`src/common/cp2_pkg.sv`:
```
`default_nettype none

package cp2_pkg;

    ////////////////////
    // Widths
    typedef logic [31:0] word_t;
    typedef logic [5:0]  task_id_t;
    typedef logic [63:0] task_mask_t;
    typedef logic [6:0]  prio_t;
    typedef logic [4:0]  reg_num_t;
    typedef logic [2:0]  info_sel_t;
    typedef logic [4:0]  fmt_t;
    typedef logic [2:0]  sel_t;

    ////////////////////
    // Instruction encodings
    localparam fmt_t FMT_MFC2      = 5'd0;
    localparam fmt_t FMT_MTC2      = 5'd4;
    localparam fmt_t FMT_MTC2TC    = 5'd8;
    localparam fmt_t FMT_TINIT     = 5'd16;
    localparam fmt_t FMT_TDEL      = 5'd17;
    localparam fmt_t FMT_TTTASK    = 5'd18;
    localparam fmt_t FMT_DISTTTASK = 5'd19;
    localparam fmt_t FMT_CHTS      = 5'd20;

    localparam sel_t SEL_IO      = 3'd0;
    localparam sel_t SEL_TIME    = 3'd1;
    localparam sel_t SEL_TTR     = 3'd2;
    localparam sel_t SEL_TASK    = 3'd3;
    localparam sel_t SEL_TOPTASK = 3'd4;

    // Timer vs I/O register file
    localparam int TTR_SEL_BIT = 1;

    localparam info_sel_t INFO_CY       = 3'd0;
    localparam info_sel_t INFO_PH       = 3'd1;
    localparam info_sel_t INFO_DEADLINE = 3'd2;

    localparam logic [1:0] AORD_NONE = 2'd0;
    localparam logic [1:0] AORD_DEL  = 2'd2;
    localparam logic [1:0] AORD_INIT = 2'd3;

    // High bits of a timer-control register number
    localparam logic [1:0] TTR_TC_PREFIX = 2'd1;

    typedef enum logic [1:0] {SRC_TIME, SRC_TTR, SRC_TASK, SRC_TOP} read_src_e;
    typedef enum logic [1:0] {KIND_NONE, KIND_AS, KIND_FS, KIND_TS} cmd_kind_e;

    ////////////////////
    // Bundles
    typedef struct packed {
        read_src_e src;
        logic      time_info_sel;
        logic      top_sel;
        logic      ttr_r_sel;
        reg_num_t  ttr_r_number;
        logic      ttr_rea;
        info_sel_t task_info_sel;
        task_id_t  task_sel_r;
    } read_req_t;

    typedef struct packed {
        cmd_kind_e  kind;
        logic       as_result;
        task_id_t   task_sel;
        logic [1:0] aord_op;
        logic       g_time_write_en;
        logic       g_time_write_sel;
        logic       ttr_w_sel;
        reg_num_t   ttr_w_number;
        logic       ttr_wea;
        logic       chcy_ena;
        logic       chph_ena;
        logic       chdeadline_ena;
        logic       chs_ena;
        logic       new_status;
        logic       trigger_op_ena;
        logic       trigger_op;
    } task_cmd_t;

    typedef struct packed {
        task_id_t   task_sel;
        logic [1:0] aord_op;
        logic       g_time_write_en;
        logic       g_time_write_sel;
        logic       ttr_w_sel;
        reg_num_t   ttr_w_number;
        logic       ttr_wea;
        logic       chcy_ena;
        logic       chph_ena;
        logic       chdeadline_ena;
        logic       chs_ena;
        logic       new_status;
        logic       trigger_op_ena;
        logic       trigger_op;
    } issue_t;

endpackage

`default_nettype wire

```
`src/cp2_decode_stage.sv`:
```
`timescale 1ns/100ps
`default_nettype none

module cp2_decode_stage (
    input  wire                      clk,
    input  wire                      rst,
    input  wire                      decode_en,
    input  wire cp2_pkg::word_t      fetch_instruction,
    input  wire cp2_pkg::word_t      time_dout,
    input  wire cp2_pkg::word_t      ttr_dout,
    input  wire cp2_pkg::word_t      task_info,
    input  wire cp2_pkg::word_t      write_back_fwd,
    input  wire cp2_pkg::task_mask_t task_exist_list,
    input  wire cp2_pkg::prio_t      tt_top_pri_task,
    input  wire cp2_pkg::prio_t      et_top_pri_task,
    input  wire                      cp2_as_0,
    input  wire                      cp2_fs_0,
    input  wire                      cp2_ts_0,
    output wire cp2_pkg::read_req_t  read_req,
    output wire                      decode_as,
    output wire                      decode_fs,
    output wire                      decode_ts,
    output wire cp2_pkg::word_t      decode_fdata,
    output wire cp2_pkg::issue_t     decode_issue
);

    cp2_pkg::task_cmd_t cmd;
    cp2_pkg::word_t     result;

    cp2_instr_decoder u_decoder (
        .fetch_instruction(fetch_instruction),
        .task_exist_list  (task_exist_list),
        .read_req         (read_req),
        .cmd              (cmd)
    );

    // Read data comes back within the same cycle
    cp2_read_select u_read_select (
        .read_req       (read_req),
        .cmd            (cmd),
        .time_dout      (time_dout),
        .ttr_dout       (ttr_dout),
        .task_info      (task_info),
        .tt_top_pri_task(tt_top_pri_task),
        .et_top_pri_task(et_top_pri_task),
        .result         (result)
    );

    cp2_issue_reg u_issue_reg (
        .clk              (clk),
        .rst              (rst),
        .decode_en        (decode_en),
        .cp2_as_0         (cp2_as_0),
        .cp2_fs_0         (cp2_fs_0),
        .cp2_ts_0         (cp2_ts_0),
        .fetch_instruction(fetch_instruction),
        .result           (result),
        .write_back_fwd   (write_back_fwd),
        .cmd              (cmd),
        .decode_as        (decode_as),
        .decode_fs        (decode_fs),
        .decode_ts        (decode_ts),
        .decode_fdata     (decode_fdata),
        .decode_issue     (decode_issue)
    );

endmodule

`default_nettype wire

```
`src/cp2_instr_decoder.sv`:
```
`timescale 1ns/100ps
`default_nettype none

module cp2_instr_decoder (
    input  wire cp2_pkg::word_t      fetch_instruction,
    input  wire cp2_pkg::task_mask_t task_exist_list,
    output cp2_pkg::read_req_t       read_req,
    output cp2_pkg::task_cmd_t       cmd
);

    cp2_pkg::fmt_t     fmt;
    cp2_pkg::sel_t     sel;
    logic [12:0]       imm;
    cp2_pkg::task_id_t instr_task;
    logic              task_hit;

    assign fmt        = fetch_instruction[25:21];
    assign sel        = fetch_instruction[2:0];
    assign imm        = fetch_instruction[15:3];
    assign instr_task = fetch_instruction[5:0];
    assign task_hit   = task_exist_list[instr_task];

    always_comb begin
        read_req         = '0;
        read_req.src     = cp2_pkg::SRC_TIME;
        cmd              = '0;
        cmd.kind         = cp2_pkg::KIND_NONE;
        cmd.aord_op      = cp2_pkg::AORD_NONE;

        case (fmt)
            ////////////////////
            // Reads back to the core
            cp2_pkg::FMT_MFC2: begin
                cmd.kind = cp2_pkg::KIND_FS;
                case (sel)
                    cp2_pkg::SEL_TIME: begin
                        read_req.src           = cp2_pkg::SRC_TIME;
                        read_req.time_info_sel = imm[0];
                    end
                    cp2_pkg::SEL_IO,
                    cp2_pkg::SEL_TTR: begin
                        read_req.src          = cp2_pkg::SRC_TTR;
                        read_req.ttr_r_sel    = sel[cp2_pkg::TTR_SEL_BIT];
                        read_req.ttr_r_number = imm[4:0];
                        read_req.ttr_rea      = 1'b1;
                    end
                    cp2_pkg::SEL_TASK: begin
                        read_req.src           = cp2_pkg::SRC_TASK;
                        read_req.task_info_sel = imm[8:6];
                        read_req.task_sel_r    = imm[5:0];
                    end
                    cp2_pkg::SEL_TOPTASK: begin
                        read_req.src     = cp2_pkg::SRC_TOP;
                        read_req.top_sel = imm[0];
                    end
                    default: begin
                    end
                endcase
            end

            ////////////////////
            // Writes
            cp2_pkg::FMT_MTC2: begin
                cmd.kind = cp2_pkg::KIND_TS;
                case (sel)
                    cp2_pkg::SEL_TIME: begin
                        cmd.g_time_write_en  = 1'b1;
                        cmd.g_time_write_sel = imm[0];
                    end
                    cp2_pkg::SEL_IO,
                    cp2_pkg::SEL_TTR: begin
                        cmd.ttr_w_sel    = sel[cp2_pkg::TTR_SEL_BIT];
                        cmd.ttr_w_number = imm[4:0];
                        cmd.ttr_wea      = 1'b1;
                    end
                    cp2_pkg::SEL_TASK: begin
                        cmd.task_sel = imm[5:0];
                        case (cp2_pkg::info_sel_t'(imm[8:6]))
                            cp2_pkg::INFO_CY:       cmd.chcy_ena       = 1'b1;
                            cp2_pkg::INFO_PH:       cmd.chph_ena       = 1'b1;
                            cp2_pkg::INFO_DEADLINE: cmd.chdeadline_ena = 1'b1;
                            default: begin
                            end
                        endcase
                    end
                    default: begin
                    end
                endcase
            end
            cp2_pkg::FMT_MTC2TC: begin
                cmd.kind         = cp2_pkg::KIND_TS;
                cmd.ttr_w_sel    = 1'b1;
                cmd.ttr_w_number = {cp2_pkg::TTR_TC_PREFIX, imm[2:0]};
                cmd.ttr_wea      = 1'b1;
            end

            ////////////////////
            // Task operations
            cp2_pkg::FMT_TINIT: begin
                cmd.kind     = cp2_pkg::KIND_AS;
                cmd.task_sel = instr_task;
                cmd.aord_op  = cp2_pkg::AORD_INIT;
            end
            cp2_pkg::FMT_TDEL: begin
                cmd.kind     = cp2_pkg::KIND_AS;
                cmd.task_sel = instr_task;
                cmd.aord_op  = cp2_pkg::AORD_DEL;
            end
            cp2_pkg::FMT_TTTASK,
            cp2_pkg::FMT_DISTTTASK: begin
                cmd.kind = cp2_pkg::KIND_AS;
                if (task_hit) begin
                    cmd.task_sel       = instr_task;
                    cmd.trigger_op_ena = 1'b1;
                    cmd.trigger_op     = (fmt == cp2_pkg::FMT_TTTASK);
                    cmd.as_result      = 1'b1;
                end
            end
            cp2_pkg::FMT_CHTS: begin
                cmd.kind = cp2_pkg::KIND_AS;
                if (task_hit) begin
                    cmd.task_sel   = instr_task;
                    cmd.chs_ena    = 1'b1;
                    cmd.new_status = fetch_instruction[0];
                    cmd.as_result  = 1'b1;
                end
            end
            default: begin
            end
        endcase
    end

endmodule

`default_nettype wire

```
`src/cp2_issue_reg.sv`:
```
`timescale 1ns/100ps
`default_nettype none

module cp2_issue_reg (
    input  wire                     clk,
    input  wire                     rst,
    input  wire                     decode_en,
    input  wire                     cp2_as_0,
    input  wire                     cp2_fs_0,
    input  wire                     cp2_ts_0,
    input  wire cp2_pkg::word_t     fetch_instruction,
    input  wire cp2_pkg::word_t     result,
    input  wire cp2_pkg::word_t     write_back_fwd,
    input  wire cp2_pkg::task_cmd_t cmd,
    output logic                    decode_as,
    output logic                    decode_fs,
    output logic                    decode_ts,
    output cp2_pkg::word_t          decode_fdata,
    output cp2_pkg::issue_t         decode_issue
);

    cp2_pkg::word_t  prev_instr;
    logic            fwd_hit;
    logic            nxt_as;
    logic            nxt_fs;
    logic            nxt_ts;
    cp2_pkg::word_t  nxt_fdata;
    cp2_pkg::issue_t nxt_issue;

    always_ff @(posedge clk) begin
        prev_instr <= fetch_instruction;
    end

    // MFC2 right behind an MTC2 to the same location
    assign fwd_hit = (cp2_pkg::fmt_t'(prev_instr[25:21]) == cp2_pkg::FMT_MTC2)
                  && (fetch_instruction[15:0] == prev_instr[15:0])
                  && decode_ts;

    ////////////////////
    // Slot priority AS, FS, TS
    always_comb begin
        nxt_as    = 1'b0;
        nxt_fs    = 1'b0;
        nxt_ts    = 1'b0;
        nxt_fdata = '0;
        nxt_issue = '0;
        if (decode_en) begin
            if (cmd.kind == cp2_pkg::KIND_AS && cp2_as_0) begin
                nxt_as                   = 1'b1;
                nxt_fdata                = result;
                nxt_issue.task_sel       = cmd.task_sel;
                nxt_issue.aord_op        = cmd.aord_op;
                nxt_issue.chs_ena        = cmd.chs_ena;
                nxt_issue.new_status     = cmd.new_status;
                nxt_issue.trigger_op_ena = cmd.trigger_op_ena;
                nxt_issue.trigger_op     = cmd.trigger_op;
            end else if (cmd.kind == cp2_pkg::KIND_FS && cp2_fs_0) begin
                nxt_fs    = 1'b1;
                nxt_fdata = fwd_hit ? write_back_fwd : result;
            end else if (cmd.kind == cp2_pkg::KIND_TS && cp2_ts_0) begin
                nxt_ts                     = 1'b1;
                nxt_issue.task_sel         = cmd.task_sel;
                nxt_issue.g_time_write_en  = cmd.g_time_write_en;
                nxt_issue.g_time_write_sel = cmd.g_time_write_sel;
                nxt_issue.ttr_w_sel        = cmd.ttr_w_sel;
                nxt_issue.ttr_w_number     = cmd.ttr_w_number;
                nxt_issue.ttr_wea          = cmd.ttr_wea;
                nxt_issue.chcy_ena         = cmd.chcy_ena;
                nxt_issue.chph_ena         = cmd.chph_ena;
                nxt_issue.chdeadline_ena   = cmd.chdeadline_ena;
            end
        end
    end

    always_ff @(posedge clk) begin
        if (rst) begin
            decode_as    <= 1'b0;
            decode_fs    <= 1'b0;
            decode_ts    <= 1'b0;
            decode_fdata <= '0;
            decode_issue <= '0;
        end else begin
            decode_as    <= nxt_as;
            decode_fs    <= nxt_fs;
            decode_ts    <= nxt_ts;
            decode_fdata <= nxt_fdata;
            decode_issue <= nxt_issue;
        end
    end

    ////////////////////
    // Checks
    strobe_onehot_a: assert property (
        @(posedge clk) disable iff (rst)
        $onehot0({decode_as, decode_fs, decode_ts})
    ) else $error("more than one issue strobe high");

    reset_idle_a: assert property (
        @(posedge clk)
        rst |=> !(decode_as || decode_fs || decode_ts) && (decode_fdata == '0)
    ) else $error("issue outputs active after reset");

endmodule

`default_nettype wire

```
`src/cp2_read_select.sv`:
```
`timescale 1ns/100ps
`default_nettype none

module cp2_read_select (
    input  wire cp2_pkg::read_req_t read_req,
    input  wire cp2_pkg::task_cmd_t cmd,
    input  wire cp2_pkg::word_t     time_dout,
    input  wire cp2_pkg::word_t     ttr_dout,
    input  wire cp2_pkg::word_t     task_info,
    input  wire cp2_pkg::prio_t     tt_top_pri_task,
    input  wire cp2_pkg::prio_t     et_top_pri_task,
    output cp2_pkg::word_t          result
);

    cp2_pkg::prio_t top_pri;
    cp2_pkg::word_t top_word;
    cp2_pkg::word_t src_word;
    cp2_pkg::word_t as_word;

    // Event queue when top_sel is set
    assign top_pri  = read_req.top_sel ? et_top_pri_task : tt_top_pri_task;
    assign top_word = cp2_pkg::word_t'(top_pri);

    always_comb begin
        case (read_req.src)
            cp2_pkg::SRC_TIME: src_word = time_dout;
            cp2_pkg::SRC_TTR:  src_word = ttr_dout;
            cp2_pkg::SRC_TASK: src_word = task_info;
            cp2_pkg::SRC_TOP:  src_word = top_word;
            default:           src_word = time_dout;
        endcase
    end

    // Task ops return 1 when the task was found
    assign as_word = cmd.as_result ? cp2_pkg::word_t'(1) : '0;

    assign result = (cmd.kind == cp2_pkg::KIND_AS) ? as_word : src_word;

endmodule

`default_nettype wire

```
`config.mk`:
```
export PLATFORM = sky130hd
export DESIGN_NAME = cp2_decode_stage
export DESIGN_NICKNAME = d
export VERILOG_FILES = /design/src/common/cp2_pkg.sv /design/src/cp2_decode_stage.sv /design/src/cp2_instr_decoder.sv /design/src/cp2_issue_reg.sv /design/src/cp2_read_select.sv
export SDC_FILE = /design/constraint.sdc
export NUM_CORES = 1
export LEC_CHECK = 0
export BUFFER_PORTS_ARGS = -buffer_cell sky130_fd_sc_hd__buf_2
export CAP_MARGIN = 20
export CORE_MARGIN = 1.5
export CORE_UTILIZATION = 28
export DETAILED_ROUTE_END_ITERATION = 12
export GPL_TIMING_DRIVEN = 0
export MAX_ROUTING_LAYER = met4
export PLACE_DENSITY_LB_ADDON = 0.12
export SKIP_LAST_GASP = 1
export SYNTH_ARGS = -nofsm -noshare
export SYNTH_HDL_FRONTEND = slang
export SYNTH_SLANG_ARGS = --single-unit
```
`constraint.sdc`:
```
create_clock -name clk -period 4.85 [get_ports clk]
set_clock_uncertainty 0.15 [all_clocks]
set_input_delay 0.2425 -clock clk [delete_from_list [all_inputs] [get_ports clk]]
set_output_delay 0.2425 -clock clk [all_outputs]
set_load 0.01 [all_outputs]
```
# == Word-level counts from Yosys, hierarchy flattened ==
# Cells that the tools add are included.
# word_totals
ff_bits,85
out_inout_bits,79
in_bits,244
# op_classes
muxes,34
order_cmp,1
bitwise_logic,9
n_reduce_logical,27
eq_ne,21
# op_table
op,n
$mux 32,4
$pmux 32 s4,1
$eq 5x5->1 const B,5
$mux 6,4
$mux 7,3
$mux 20,1
$reduce_or 5->1,4
$pmux 6 s3,1
$eq 16x16->1,1
$pmux 7 s2,1
$reduce_or 7->1,2
$pmux 2 s3,2
$reduce_or 4->1,3
$mux 1,11
$eq 5x3->1 const B,2
$reduce_or 2->1,5
$eq 3x2->1 const B,3
$mux 9,1
$not 1->1,9
$reduce_or 3->1,3
$eq 2x2->1 const B,4
$lt 6x7->1 const B,1
$bmux 1 s6,1
$eq 3x1->1 const B,2
other kinds (10),18

# == Logic depth before layout (Yosys ltp) ==
# depth
depth_word,10
depth_mapped,9

# == Hierarchy ==
# From an unflattened synthesis, not the netlist that was laid out.
# unflattened
hier_cells,544
area_unflattened_um2,5037.3
# modules_own_cells
module,area_per_inst_um2,cells_each,instances,seq_area_each_um2
cp2_issue_reg,2761.4,256,1,1601.5
cp2_instr_decoder,1249.9,144,1,0.0
cp2_read_select,1026.0,144,1,0.0

# == Worst setup path after synthesis ==
# OpenSTA, ideal clock, no wires.
# synth_path
path_kind,in2reg
startpoint,input fetch_instruction[22]
endpoint,register u_issue_reg.decode_fdata[2]
setup_time_ns,0.132
stages,8
n_path_buf,2
setup_slack_ns,2.521
t_arrival_ns,2.047
t_required_ns,4.568
path_cell_list,buf_6 > or4_4 > a2111oi_4 > nor2_4 > clkbuf_1 > a221oi_1 > or3_1 > a21oi_1
# synth_lines
item,line_no,source
"start, declared",cp2_decode_stage.sv:8,"input wire cp2_pkg::word_t fetch_instruction,"
"end signal, assigned",cp2_issue_reg.sv:86,decode_fdata <= nxt_fdata;
"end, declared",cp2_issue_reg.sv:18,"output cp2_pkg::word_t decode_fdata,"

==> results <==
- The worst register-to-register path has a setup slack of 2.43 ns.
- Summed over all cells, the static leakage comes to 3.31 nW.
- For the worst setup path, the data required time is 4.46 ns.
- In this run the deepest clock path goes through 2 buffers.
- The achievable clock frequency is 301 MHz.
- The first routing iteration left 172 violations.
- The overall global routing resource usage is 0.217.
- In this run the count of I/O pins placed on the die edge is 323.
- Walking the worst path, the cells encountered are dlygate4sd3_1, buf_2, buf_6, nor3_2, and3_1, clkbuf_2, buf_2, clkbuf_1, or2_2, buf_2.
- The wire length reported by the detailed router is 16.5 mm.
- The top cell family by delay on the critical path is buffers and inverters.
- The worst-case IR drop observed on VDD is 0.000145 V.
- The number of max-slew violations in the final report was 0.
- The initial antenna violation count was 0.
- The sequential-to-total area share from yosys stat is 0.386.
- The floorplan step defined a core boundary enclosing 0.0145 mm².
- The most used cell along the critical path is sky130_fd_sc_hd__buf_2.
- The routed length on met1 is 7.05 mm.
- The detailed router used layers up to and including met4.
- The max capacitance violation total is 0.
- Post-CTS repair changed the size of 0 cells.
- The die is 125 µm wide.
- The cell with the biggest individual delay on the critical path is sky130_fd_sc_hd__dlygate4sd3_1.
- Clock latency on the worst-skew pair, taken at its later pin, is 0.34 ns.
- The congestion estimate from routability-driven global placement came to 0.860.
- Of the total synthesized cell area, the portion taken by full adders, half adders and majority gates is 0.
- Of the total synthesized cell area, the portion taken by XOR and XNOR cells is 0.0337.
- Measured against its own limit, the worst slew margin works out to 0.498.
- The ratio of final minimum period to clock period is 0.685.
- After synthesis the cells add up to 0.00415 mm².
- The area added between synthesis and finish is 61.0%.
- The main combinational cell family by area after synthesis is compound AO/OA/AOI/OAI gates.
- For this configuration, the core starts out at a cell density of 0.286.
- The height of the die is 125 µm.
- STA classifies the critical path startpoint as a primary input.
- Row generation in the floorplan step produced 44 rows.
- The run finished with clean final reports.
- Using the TritonRoute via totals, the vias-per-cell ratio works out to 4.83.
- The number of clock buffers added by TritonCTS is 9.
- The routed design uses 8.21 mm of met2 wire.
- The total DRC errors in the routed layout is 0.
- In the synthesized netlist the async set-or-reset flop fraction comes to 0.
- The H-tree depth is 3.
- Summed over all nets, wire length on met3 after detailed routing comes to 956 µm.
- The power consumption is 1.54 mW.
- The final total negative setup slack is 0 ns.
- The path type of the worst setup path is in2out.
- The number of buffers and inverters on the critical path is 7.
- In this run, synthesis inferred 0 flip-flops with an integrated enable.
- The floorplan step defined a die boundary enclosing 0.0156 mm².
- The via count of the first global-routing pass is 5050.
- Dividing the detail-routed wire length by the instance count gives 16.5 µm.
- The portion of synthesized area spent on multiplexers is 0.125.
- The CTS tree is yes.
- The largest net degree at the start of global routing is 12.
- The net count after synthesis is 686.
- In this run, synthesis produced a sequential element count of 80.
- The number of nets in the final layout is 1058.
- Among all flip-flop cells after synthesis, the most frequent one is sky130_fd_sc_hd__dfxtp_1.
- Once the clock tree was built, the setup fixing pass inserted 0 buffers.
- The critical path's largest stage delay is 0.53 ns.
- The detailed router placed 4833 vias in this run.
- Counting every instance in the synthesized netlist gives 442.
- The clock net in this run drives a total of 80 sinks.
- The smallest clock period supported by the final layout is computed as 3.32 ns.
- The ratio of total power to cell area is 230 mW/mm².
- The placed wire-length estimate after detailed placement is 12.9 mm.
- The fill cell total of the finished layout is 1485.
- The final setup violation count is 0.
- For the pin with the worst max-slew slack, the measured transition is 0.753 ns.
- The average footprint of a synthesized cell is 9.40 µm².
- The Yosys step of the flow raised 0 warnings.
- The largest driver fanout on the critical path is 10.
- Setup repair after global routing left no endpoint under its margin.
- The number of distinct library cell variants in the gate-level netlist after synthesis is 52.
- Of the total synthesized cell area, the portion taken by AND, OR, NAND and NOR gates is 0.195.
- The global-route congestion overflow total is 0.
- Of the cells placed in the final design, the portion with a size suffix greater than 1 is 0.457.
- The clock edge transition at the registers on the reported setup and hold paths is 0.06 ns.
- The class of the tightest hold or removal check is in2reg.
- The signal arrival time at the worst endpoint is 2.93 ns.
- The total count of hold-check failures in the final report is 0.
- The count of nets left with antenna violations once routing finished came out at 0.
- The first global-routing pass estimated 25.9 mm of wire.
- The area fraction in compound gates after synthesis is 0.212.
- The number of input and output port buffers inserted is 311.
- The critical path endpoint category is an output port.
- The first-pass detailed-route iteration total is 4.
- The root cell of the clock tree is sky130_fd_sc_hd__clkbuf_16.
- The count of hold-fix buffers inserted at cts is 50.
## path summary, 6_finish.rpt
kind                                            startpoint                           end  cells past startpoint
worst max-delay path                 fetch_instruction[22]                  read_req[19]                     10
worst min-delay path                     write_back_fwd[1]   u_issue_reg.decode_fdata[1]                      3
worst max register to register  u_issue_reg.prev_instr[10]  u_issue_reg.decode_fdata[18]                      7
worst min register to register  u_issue_reg.prev_instr[21]  u_issue_reg.decode_fdata[31]                      6
## through the flow
stage,util,std cells,cell area [µm²],setup WS [ns],hold slack (ns)
finish,0.460,1001,6690,1.53,0.0117
global route,0.460,1000,6680,1.34,0.0178
CTS,0.460,1000,6680,1.49,0.00125
detailed placement,0.409,937,5940,1.94,0.210
global placement,0.409,937,5940,1.93,0.209
floorplan,-,442,4150,2.52,0.120
## report_power, final
group	leakage (nW)	switching [mW]	internal (mW)
Sequential	0.652	0.00360	0.668
Combinational	2.54	0.112	0.163
Clock	0.121	0.259	0.336
## placed cells by master, fill, tap and decap left out, drive strengths merged, types with 3 or more instances in the layout
master,instances
buf,327
dfxtp,80
nand2,68
dlygate4sd3,50
a21oi,34
clkbuf,29
a22oi,27
a211o,25
and2,20
mux4,16
xor2,14
nor2,11
inv,9
mux2i,8
or3,8
nor3,8
a221oi,8
nand3,7
a22o,7
mux2,7
o21ai,6
nor4,6
nor2b,4
nand4,4
nand2b,4
nor3b,3
## Yosys cell counts (6+ instances only)
master,instances,area share
sky130_fd_sc_hd__dfxtp_1,80,0.39
sky130_fd_sc_hd__nand2_1,68,0.061
sky130_fd_sc_hd__a21oi_1,34,0.041
sky130_fd_sc_hd__a22oi_1,27,0.049
sky130_fd_sc_hd__a211o_1,25,0.053
sky130_fd_sc_hd__and2_1,20,0.030
sky130_fd_sc_hd__clkbuf_1,17,0.015
sky130_fd_sc_hd__mux4_2,16,0.087
sky130_fd_sc_hd__xor2_1,14,0.030
sky130_fd_sc_hd__nor2_1,10,0.0090
sky130_fd_sc_hd__buf_2,9,0.011
sky130_fd_sc_hd__inv_1,8,0.0072
sky130_fd_sc_hd__mux2i_1,8,0.019
sky130_fd_sc_hd__or3_1,8,0.012
sky130_fd_sc_hd__a221oi_1,7,0.015
sky130_fd_sc_hd__a22o_1,7,0.015
sky130_fd_sc_hd__mux2_2,7,0.019
sky130_fd_sc_hd__nand3_1,7,0.0084
sky130_fd_sc_hd__nor3_1,7,0.0084
sky130_fd_sc_hd__o21ai_0,6,0.0072
## cells by family (layout without fill, tap and decap cells)
logic type | count (synthesis) | after routing
flip-flops | 80 | 80
XOR/XNOR | 16 | 16
AO/OA/AOI/OAI | 119 | 119
multiplexers | 31 | 31
AND/OR/NAND/NOR | 153 | 153
other | 0 | 1
buffers and inverters | 43 | 417
## per-layer routing
metal  vias to the layer above  GRT usage
li1                       2377          -
met1                      2243      0.250
met2                       191      0.367
met3                        22     0.0438
met4                         0     0.0913
met5                         -          -
## sequential cells by signal, summed over array words and instances, names as in the netlist
| signal | count |
|---|---|
| u_issue_reg.decode_fdata | 32 |
| u_issue_reg.decode_issue | 24 |
| u_issue_reg.prev_instr | 21 |
| u_issue_reg.decode_as | 1 |
| u_issue_reg.decode_fs | 1 |
| u_issue_reg.decode_ts | 1 |
## cell type report
| type | count | area [µm²] | share of cell area |
|---|---|---|---|
| plain buffers | 34 | 166 | 0.0249 |
| clock buffers | 11 | 233 | 0.0348 |
| diodes | 1 | 2.50 | 0.000374 |
| well taps | 184 | 230 | 0.0344 |
| clock inverters | 2 | 10.0 | 0.00150 |
| flip-flops and latches | 80 | 1600 | 0.240 |
| multi-input cells | 319 | 2350 | 0.352 |
| repair buffers | 361 | 2060 | 0.308 |
| inverters | 9 | 33.8 | 0.00505 |
## worst reg2reg max path: cells and delay by family (launching register included)
family / cells / cell delay [ns]
XOR/XNOR: 1 / 0.16
buffers and inverters: 1 / 0.47
AO/OA/AOI/OAI: 2 / 0.24
AND/OR/NAND/NOR: 3 / 0.97
flip-flops: 1 / 0.30
Power figures use the tool's default switching activity.
